[src/design/cluster_cfg_pkg.sv]
//##########################################################
// cluster configuration package
// core count, bus word width, scratchpad placement and the
// state encoding of the wake sequencer
//##########################################################

package cluster_cfg_pkg;

  // number of cores in the cluster, also the width of every core mask
  localparam int unsigned NumCores = 8;

  // bits for a core index
  localparam int unsigned CoreIdWidth = 3;

  // bus word width
  localparam int unsigned DataWidth = 32;

  // shared scratchpad (tcdm) start address in bytes
  localparam logic [DataWidth-1:0] TcdmBaseAddr = 32'h0010_0000;

  // scratchpad size in bytes, 128 KiB
  localparam logic [DataWidth-1:0] TcdmSize = 32'h0002_0000;

  // one bit per core, bit i is core i
  typedef logic [NumCores-1:0] core_mask_t;

  // wake sequencer states
  // idle waits for a pending core
  // pulse drives the wake line for one cycle
  // settle waits for the supply current to ramp
  typedef enum logic [1:0] {
    SEQ_IDLE   = 2'd0,
    SEQ_PULSE  = 2'd1,
    SEQ_SETTLE = 2'd2
  } seq_state_e;

endpackage : cluster_cfg_pkg
[src/design/ctrl_bus_pkg.sv]
//##########################################################
// control bus package
// wishbone classic request and response structs, the
// register map of the cluster control block and the
// register reset values
//##########################################################

package ctrl_bus_pkg;

  import cluster_cfg_pkg::*;

  // byte address width of the control port
  localparam int unsigned AddrWidth = 8;

  // host to slave, held stable until ack is seen
  typedef struct packed {
    logic                 cyc;
    logic                 stb;
    logic                 we;
    logic [AddrWidth-1:0] adr;
    logic [DataWidth-1:0] dat;
  } wb_req_t;

  // slave to host, dat only meaningful while ack is high
  typedef struct packed {
    logic                 ack;
    logic [DataWidth-1:0] dat;
  } wb_rsp_t;

  // register byte offsets, one 32-bit word each
  localparam logic [AddrWidth-1:0] RegTcdmStart = 8'h00;
  localparam logic [AddrWidth-1:0] RegTcdmEnd   = 8'h04;
  localparam logic [AddrWidth-1:0] RegNumCores  = 8'h08;
  localparam logic [AddrWidth-1:0] RegWakeUp    = 8'h0C;
  localparam logic [AddrWidth-1:0] RegSettle    = 8'h10;
  localparam logic [AddrWidth-1:0] RegStatus    = 8'h14;

  // settle gap after reset, in cycles
  localparam logic [DataWidth-1:0] SettleRstVal = 32'd4;

  // wake value that addresses every core at once
  localparam logic [DataWidth-1:0] WakeAll = '1;

endpackage : ctrl_bus_pkg

[src/design/cluster_ctrl_top.sv]
//##########################################################
// cluster control top
// register file, pending bitmap, settle timer and wake
// sequencer behind one wishbone slave port
//##########################################################

module cluster_ctrl_top
  import cluster_cfg_pkg::*;
  import ctrl_bus_pkg::*;
(
  input  logic       clk_i,
  input  logic       reset_i,
  input  wb_req_t    wb_req_i,
  output wb_rsp_t    wb_rsp_o,
  output core_mask_t wake_o
);

  // register file to bitmap and back
  core_mask_t             wake_req;
  core_mask_t             pending;
  logic                   busy;
  logic [DataWidth-1:0]   settle;

  // bitmap to sequencer
  logic                   pick_valid;
  logic [CoreIdWidth-1:0] pick_id;
  core_mask_t             grant;

  // sequencer to timer
  logic                   timer_start;
  logic                   timer_done;

  ctrl_registers u_regs (
    .clk_i      (clk_i),
    .reset_i    (reset_i),
    .wb_req_i   (wb_req_i),
    .wb_rsp_o   (wb_rsp_o),
    .pending_i  (pending),
    .busy_i     (busy),
    .settle_o   (settle),
    .wake_req_o (wake_req)
  );

  wake_pending u_pending (
    .clk_i        (clk_i),
    .reset_i      (reset_i),
    .set_i        (wake_req),
    .clear_i      (grant),
    .pending_o    (pending),
    .pick_valid_o (pick_valid),
    .pick_id_o    (pick_id)
  );

  settle_timer u_timer (
    .clk_i    (clk_i),
    .reset_i  (reset_i),
    .start_i  (timer_start),
    .cycles_i (settle),
    .done_o   (timer_done)
  );

  wake_sequencer u_seq (
    .clk_i         (clk_i),
    .reset_i       (reset_i),
    .pick_valid_i  (pick_valid),
    .pick_id_i     (pick_id),
    .timer_done_i  (timer_done),
    .timer_start_o (timer_start),
    .grant_o       (grant),
    .wake_o        (wake_o),
    .busy_o        (busy)
  );

endmodule : cluster_ctrl_top

[src/design/wake_sequencer.sv]
//##########################################################
// wake sequencer
// FSM that wakes the pending cores one at a time, with a
// settle gap between two pulses
//##########################################################

module wake_sequencer
  import cluster_cfg_pkg::*;
(
  input  logic                   clk_i,
  input  logic                   reset_i,
  input  logic                   pick_valid_i,
  input  logic [CoreIdWidth-1:0] pick_id_i,
  input  logic                   timer_done_i,
  output logic                   timer_start_o,
  output core_mask_t             grant_o,
  output core_mask_t             wake_o,
  output logic                   busy_o
);

  seq_state_e             state_q;
  seq_state_e             state_d;
  logic [CoreIdWidth-1:0] core_q;
  core_mask_t             wake;

  always_ff @(posedge clk_i) begin
    if (reset_i) begin
      state_q <= SEQ_IDLE;
    end else begin
      state_q <= state_d;
    end
  end

  // chosen core, only looked at in SEQ_PULSE
  always_ff @(posedge clk_i) begin
    if (state_q == SEQ_IDLE && pick_valid_i) begin
      core_q <= pick_id_i;
    end
  end

  // next state and pulse outputs
  always_comb begin
    state_d       = state_q;
    wake          = '0;
    timer_start_o = 1'b0;
    case (state_q)
      SEQ_IDLE: begin
        if (pick_valid_i) begin
          state_d = SEQ_PULSE;
        end
      end
      // one cycle, one-hot on the latched core
      SEQ_PULSE: begin
        wake          = core_mask_t'(1) << core_q;
        timer_start_o = 1'b1;
        state_d       = SEQ_SETTLE;
      end
      // hold off the next pick until the gap is over
      SEQ_SETTLE: begin
        if (timer_done_i) begin
          state_d = SEQ_IDLE;
        end
      end
      default: state_d = SEQ_IDLE;
    endcase
  end

  // pulse doubles as the clear for the pending bit
  assign wake_o  = wake;
  assign grant_o = wake;
  assign busy_o  = (state_q != SEQ_IDLE);

endmodule : wake_sequencer

[src/design/settle_timer.sv]
//##########################################################
// settle timer
// loadable down-counter that flags the end of the gap
// between two wake pulses
//##########################################################

module settle_timer
  import cluster_cfg_pkg::*;
(
  input  logic                 clk_i,
  input  logic                 reset_i,
  input  logic                 start_i,
  input  logic [DataWidth-1:0] cycles_i,
  output logic                 done_o
);

  logic [DataWidth-1:0] count_q;

  // start reloads even if a count is still running
  // a zero length gap is stretched to one cycle
  always_ff @(posedge clk_i) begin
    if (reset_i) begin
      count_q <= '0;
    end else if (start_i) begin
      count_q <= (cycles_i == '0) ? DataWidth'(1) : cycles_i;
    end else if (count_q != '0) begin
      count_q <= count_q - DataWidth'(1);
    end
  end

  // done in the last cycle of the gap, N cycles after start,
  // the counter reaches zero on the following edge
  assign done_o = (count_q == DataWidth'(1));

endmodule : settle_timer

[src/design/wake_pending.sv]
//##########################################################
// pending wake bitmap
// collects wake requests per core and names the lowest
// core that still waits for its pulse
//##########################################################

module wake_pending
  import cluster_cfg_pkg::*;
(
  input  logic                   clk_i,
  input  logic                   reset_i,
  input  core_mask_t             set_i,
  input  core_mask_t             clear_i,
  output core_mask_t             pending_o,
  output logic                   pick_valid_o,
  output logic [CoreIdWidth-1:0] pick_id_o
);

  core_mask_t             pending_q;
  core_mask_t             pending_d;
  logic [CoreIdWidth-1:0] pick_id;

  // clear first, then set, so a new request wins
  assign pending_d = (pending_q & ~clear_i) | set_i;

  always_ff @(posedge clk_i) begin
    if (reset_i) begin
      pending_q <= '0;
    end else begin
      pending_q <= pending_d;
    end
  end

  // priority encoder
  // scan from the top so the lowest set bit is the last one written
  always_comb begin
    pick_id = '0;
    for (int i = NumCores - 1; i >= 0; i--) begin
      if (pending_q[i]) begin
        pick_id = CoreIdWidth'(i);
      end
    end
  end

  // any core waiting
  assign pick_valid_o = |pending_q;
  assign pick_id_o    = pick_id;
  assign pending_o    = pending_q;

endmodule : wake_pending

[src/design/ctrl_registers.sv]
//##########################################################
// cluster control register file
// wishbone classic slave with the description registers,
// settle delay, status and the wake register decoder
//##########################################################

module ctrl_registers
  import cluster_cfg_pkg::*;
  import ctrl_bus_pkg::*;
(
  input  logic                 clk_i,
  input  logic                 reset_i,
  input  wb_req_t              wb_req_i,
  output wb_rsp_t              wb_rsp_o,
  input  core_mask_t           pending_i,
  input  logic                 busy_i,
  output logic [DataWidth-1:0] settle_o,
  output core_mask_t           wake_req_o
);

  // bus handshake
  logic                   access_open;
  logic                   accept;
  logic                   ack_q;
  logic [AddrWidth-3:0]   word_off;
  logic [DataWidth-1:0]   rdata_d;
  logic [DataWidth-1:0]   rdata_q;

  // register storage
  logic [DataWidth-1:0]   settle_q;

  // wake path, value and strobe first, decoded mask one cycle later
  logic                   wake_stb_q;
  logic [DataWidth-1:0]   wake_val_q;
  core_mask_t             wake_dec;
  core_mask_t             wake_req_q;

  // access is open while cyc and stb are both high
  assign access_open = wb_req_i.cyc & wb_req_i.stb;

  // take the access once, ack blocks a second accept
  assign accept = access_open & ~ack_q;

  // byte address down to a word index
  assign word_off = wb_req_i.adr[AddrWidth-1:2];

  // read mux
  always_comb begin
    rdata_d = '0;
    case (word_off)
      RegTcdmStart[AddrWidth-1:2]: rdata_d = TcdmBaseAddr;
      RegTcdmEnd[AddrWidth-1:2]:   rdata_d = TcdmBaseAddr + TcdmSize;
      RegNumCores[AddrWidth-1:2]:  rdata_d = DataWidth'(NumCores);
      // wake register is write only
      RegWakeUp[AddrWidth-1:2]:    rdata_d = '0;
      RegSettle[AddrWidth-1:2]:    rdata_d = settle_q;
      // bitmap in the low byte, busy in the top bit
      RegStatus[AddrWidth-1:2]: begin
        rdata_d = {busy_i, {(DataWidth-NumCores-1){1'b0}}, pending_i};
      end
      // unmapped reads return zero
      default:                     rdata_d = '0;
    endcase
  end

  // single-cycle ack, one clock after the access opens
  always_ff @(posedge clk_i) begin
    if (reset_i) begin
      ack_q <= 1'b0;
    end else begin
      ack_q <= accept;
    end
  end

  // read data captured together with ack
  always_ff @(posedge clk_i) begin
    if (accept) begin
      rdata_q <= wb_req_i.we ? '0 : rdata_d;
    end
  end

  // settle register, written on the ack edge
  always_ff @(posedge clk_i) begin
    if (reset_i) begin
      settle_q <= SettleRstVal;
    end else if (accept && wb_req_i.we && word_off == RegSettle[AddrWidth-1:2]) begin
      settle_q <= wb_req_i.dat;
    end
  end

  // wake write strobe, high during the ack cycle
  always_ff @(posedge clk_i) begin
    if (reset_i) begin
      wake_stb_q <= 1'b0;
    end else begin
      wake_stb_q <= accept & wb_req_i.we & (word_off == RegWakeUp[AddrWidth-1:2]);
    end
  end

  // written wake value
  always_ff @(posedge clk_i) begin
    if (accept && wb_req_i.we && word_off == RegWakeUp[AddrWidth-1:2]) begin
      wake_val_q <= wb_req_i.dat;
    end
  end

  // decode: index below the core count wakes that core,
  // all ones wakes every core, anything else is dropped
  always_comb begin
    wake_dec = '0;
    if (wake_val_q < DataWidth'(NumCores)) begin
      wake_dec = core_mask_t'(1) << wake_val_q[CoreIdWidth-1:0];
    end else if (wake_val_q == WakeAll) begin
      wake_dec = '1;
    end
  end

  // request mask, valid for one cycle after the ack cycle
  always_ff @(posedge clk_i) begin
    if (reset_i) begin
      wake_req_q <= '0;
    end else begin
      wake_req_q <= wake_stb_q ? wake_dec : '0;
    end
  end

  assign wb_rsp_o.ack = ack_q;
  assign wb_rsp_o.dat = rdata_q;
  assign settle_o     = settle_q;
  assign wake_req_o   = wake_req_q;

endmodule : ctrl_registers

[config.mk]
export PLATFORM = sky130hd
export DESIGN_NAME = cluster_ctrl_top
export DESIGN_NICKNAME = d
export VERILOG_FILES = /design/src/design/cluster_cfg_pkg.sv /design/src/design/ctrl_bus_pkg.sv /design/src/design/cluster_ctrl_top.sv /design/src/design/wake_sequencer.sv /design/src/design/settle_timer.sv /design/src/design/wake_pending.sv /design/src/design/ctrl_registers.sv
export SDC_FILE = /design/constraint.sdc
export NUM_CORES = 1
export LEC_CHECK = 0
export BUFFER_PORTS_ARGS = -buffer_cell sky130_fd_sc_hd__buf_2
export CAP_MARGIN = 20
export CORE_UTILIZATION = 50
export DETAILED_ROUTE_END_ITERATION = 8
export PLACE_DENSITY = 0.75
export SYNTH_ARGS = -nofsm -noshare
export SYNTH_HDL_FRONTEND = slang
export SYNTH_HIERARCHICAL = 1
export SYNTH_SLANG_ARGS = --single-unit
[constraint.sdc]
create_clock -name clk_i -period 3.45 [get_ports clk_i]
set_clock_uncertainty 0.1 [all_clocks]
set_input_delay 0.5175 -clock clk_i [delete_from_list [all_inputs] [get_ports clk_i]]
set_output_delay 0.5175 -clock clk_i [all_outputs]
set_load 0.02 [all_outputs]
==> flow_metrics.env <==
export IMPL_post_route_util=0.597
export IMPL_async_reset_ff_frac=0
export IMPL_yosysMostFrequentCell="nand2_1"
export IMPL_min_path_cells=1
export IMPL_grt_max_degree=52
export IMPL_ctsHtreeMaxLevel=4
export IMPL_regArea_um2=3690
export IMPL_min_path_type="primary input to flop"
export IMPL_end_kind="flop"
export IMPL_top_layer="met5"
export IMPL_r2r_start="u_timer/count_q[8]"
export IMPL_drv_cap=0
export IMPL_post_cts_buffers=0
export IMPL_synth_flop_cell="dfxtp_1"
export IMPL_boundaryPins=86
export IMPL_hold_slack_ns=0.189
export IMPL_start_util=0.520
export IMPL_max_freq_mhz=373
export IMPL_met2_length_um=7200
export IMPL_drc=0
export IMPL_power_density_nw_per_um2=735
export IMPL_clockRootBuffer="clkbuf_16"
export IMPL_hold_start="wb_req_i[22]"
export IMPL_synth_warnings=6
export IMPL_die_h_um=117
export IMPL_wl_met1_um=6820
export IMPL_grt_pass1_wl_um=25100
export IMPL_dp_hpwl_um=11000
export IMPL_first_pass_iters=5
export IMPL_worst_slew_pin_slew_ns=0.642
export IMPL_grt_pass1_vias=4907
export IMPL_area_growth_pct=14.8
export IMPL_synth_largest_area_cell="edfxtp_1"
export IMPL_cts_resized=0
export IMPL_setup_violations=0
export IMPL_worst_ep_arrival_time_ns=2.87
export IMPL_layout_nets=772
export IMPL_clock_latency_ns=0.42
export IMPL_ant_nets=0
export IMPL_r2r_cells=5
export IMPL_synth_common_cells="98 x nand2_1, 84 x dfxtp_1, 67 x edfxtp_1"
export IMPL_ir_drop_uv=345
export IMPL_crit_path_cell_trace="nor4_4 > nand4_1 > nor2_1 > or2_2 > o21ai_0"
export IMPL_place_ws_ns=0.918
export IMPL_viasPerCell=5.74
export IMPL_wl_met3_um=1090
export IMPL_whs_endpoint="u_regs/wake_val_q[22]"
export IMPL_critPathMaxStageDelay_ns=0.57
export IMPL_track_usage=0.233
export IMPL_power_mw=5.62
export IMPL_routed_via_count=5227
export IMPL_die_area_um2=13800
export IMPL_finalCritPeriodShare=0.777
export IMPL_rrSetupSlack_ns=0.77
export IMPL_ys_ff_latch=151
export IMPL_yosysSeqAreaShare=0.554
export IMPL_portBuffers=83
export IMPL_multi_input_area_um2=2670
export IMPL_slew_headroom=0.570
export IMPL_place_inst=878
export IMPL_rsz0062_at_grt="no"
export IMPL_instances_no_fill=911
export IMPL_routed_wl_um=15500
export IMPL_synth_nets=707
export IMPL_syn_area_um2=6670
export IMPL_fp_row_count=41
export IMPL_criticalPathCategory="flop to flop"
export IMPL_place_gp_congestion=0.841
export IMPL_synth_edff_count=67
export IMPL_clkTransAtPathRegs_ns=0.06
export IMPL_dpl_instance_area_um2=7090
export IMPL_grt_antenna_before_repair=1
export IMPL_coreArea_um2=12800
export IMPL_cts_sinks=151
export IMPL_critPathMaxFanout=14
export IMPL_cts_tree="built"
export IMPL_hold_viol_final=0
export IMPL_drt_initial_drc_count=376
export IMPL_cp_data_required_time_ns=3.64
export IMPL_synth_top_area_frac=0.302
export IMPL_outcome="finished, final reports clean"
export IMPL_r2r_end="u_timer/count_q[24]"
export IMPL_syn_area_per_cell_um2=10.1
export IMPL_cts_buffers=17
export IMPL_min_period_ns=2.68
export IMPL_synth_cell_types=61
export IMPL_synth_area_leaders="edfxtp_1 30%, dfxtp_1 25%, nand2_1 5.5%"
export IMPL_tns_ns=0
export IMPL_grt_overflow_total=0
export IMPL_p_leak_nw=2.74
export IMPL_ctsHoldBuffers=0
export IMPL_die_w_um=117
export IMPL_final_area_um2=7650
export IMPL_avgRoutedWirePerCell_um=17.0
export IMPL_fillers=1092
export IMPL_clock_path_buffers=2
export IMPL_critPathSlowestCell="nor2_1"
export IMPL_netlist_instances=660
export IMPL_slew_violations=0
export IMPL_startpoint_type="flop"
export IMPL_drive_gt1_frac=0.215
export IMPL_fin_ws_ns=0.770
==> worst max-delay path by stage <==
stage | from | to
after floorplan | wb_req_i[41] | u_regs/wake_val_q[0]
after detailed placement | u_timer/count_q[8] | u_timer/count_q[24]
final | u_timer/count_q[8] | u_timer/count_q[24]
after global placement | u_timer/count_q[4] | u_timer/count_q[15]
after CTS | u_timer/count_q[8] | u_timer/count_q[24]
after global routing | u_timer/count_q[4] | u_timer/count_q[24]
==> cell type report <==
| cell class | count | area share |
|---|---|---|
| flip-flops and latches | 151 | 0.483 |
| clock buffers | 21 | 0.0616 |
| diodes | 1 | 0.000327 |
| well taps | 172 | 0.0281 |
| clock inverters | 11 | 0.0113 |
| multi-input cells | 452 | 0.348 |
| inverters | 13 | 0.00638 |
| repair buffers | 90 | 0.0612 |
==> logic make-up after synthesis <==
kind of cell,count (synthesis),synth area share
buffers and inverters,57,0.0467
and+or+nand+nor,303,0.250
adders and majority gates,2,0.00375
DFF,151,0.554
muxes,12,0.0180
AOI/OAI and AO/OA,123,0.112
xor gates and xnor gates,12,0.0158
==> power by group <==
group	switching (mW)	total, mW	internal (mW)
clock network	0.736	1.73	0.994
logic	0.976	1.64	0.667
registers	0.214	2.25	2.04
total	1.93	5.62	3.70
==> sequential cells by signal, indices dropped and copies added (netlist names) <==
name and count:
u_regs/rdata_q 32, u_regs/settle_o 32, u_regs/wake_val_q 32, u_timer/count_q 32
u_pending/pending_o 8, u_regs/wake_req_o 8, u_seq/core_q 3, u_seq/state_q 2
u_regs/ack_q 1, u_regs/wake_stb_q 1
==> critical path, delay by kind of cell (launching register included) <==
family | cells | cell delay, ns
compound gates | 1 | 0.16
flops | 1 | 0.40
simple gates | 4 | 1.88
==> layer usage <==
layer / vias up / global-route usage
met5: - / 0
met4: 2 / 0.115
met3: 32 / 0.0494
met2: 220 / 0.369
met1: 2473 / 0.304
li1: 2500 / -
==> layout by cell type, fill, tap and decap left out, types with 5 or more instances in the layout <==
cell type  count
buf_4          7
clkbuf_16     18
nor2b_1        8
nor3_2         5
edfxtp_1      67
a211oi_2       5
nand2_1       98
nand4_1       15
a211oi_1       7
nand3_1        7
dfxtp_1       84
nor4_1        26
xnor2_1       11
buf_2         83
nor3b_1        5
nor2_1        58
or3_1          6
inv_1         12
or4_1          7
nor3_1        12
mux2i_1       12
and2_1        21
o21ai_1       12
o21ai_0       14
a21oi_1       62
No activity file was read; power rests on OpenSTA's default activity.
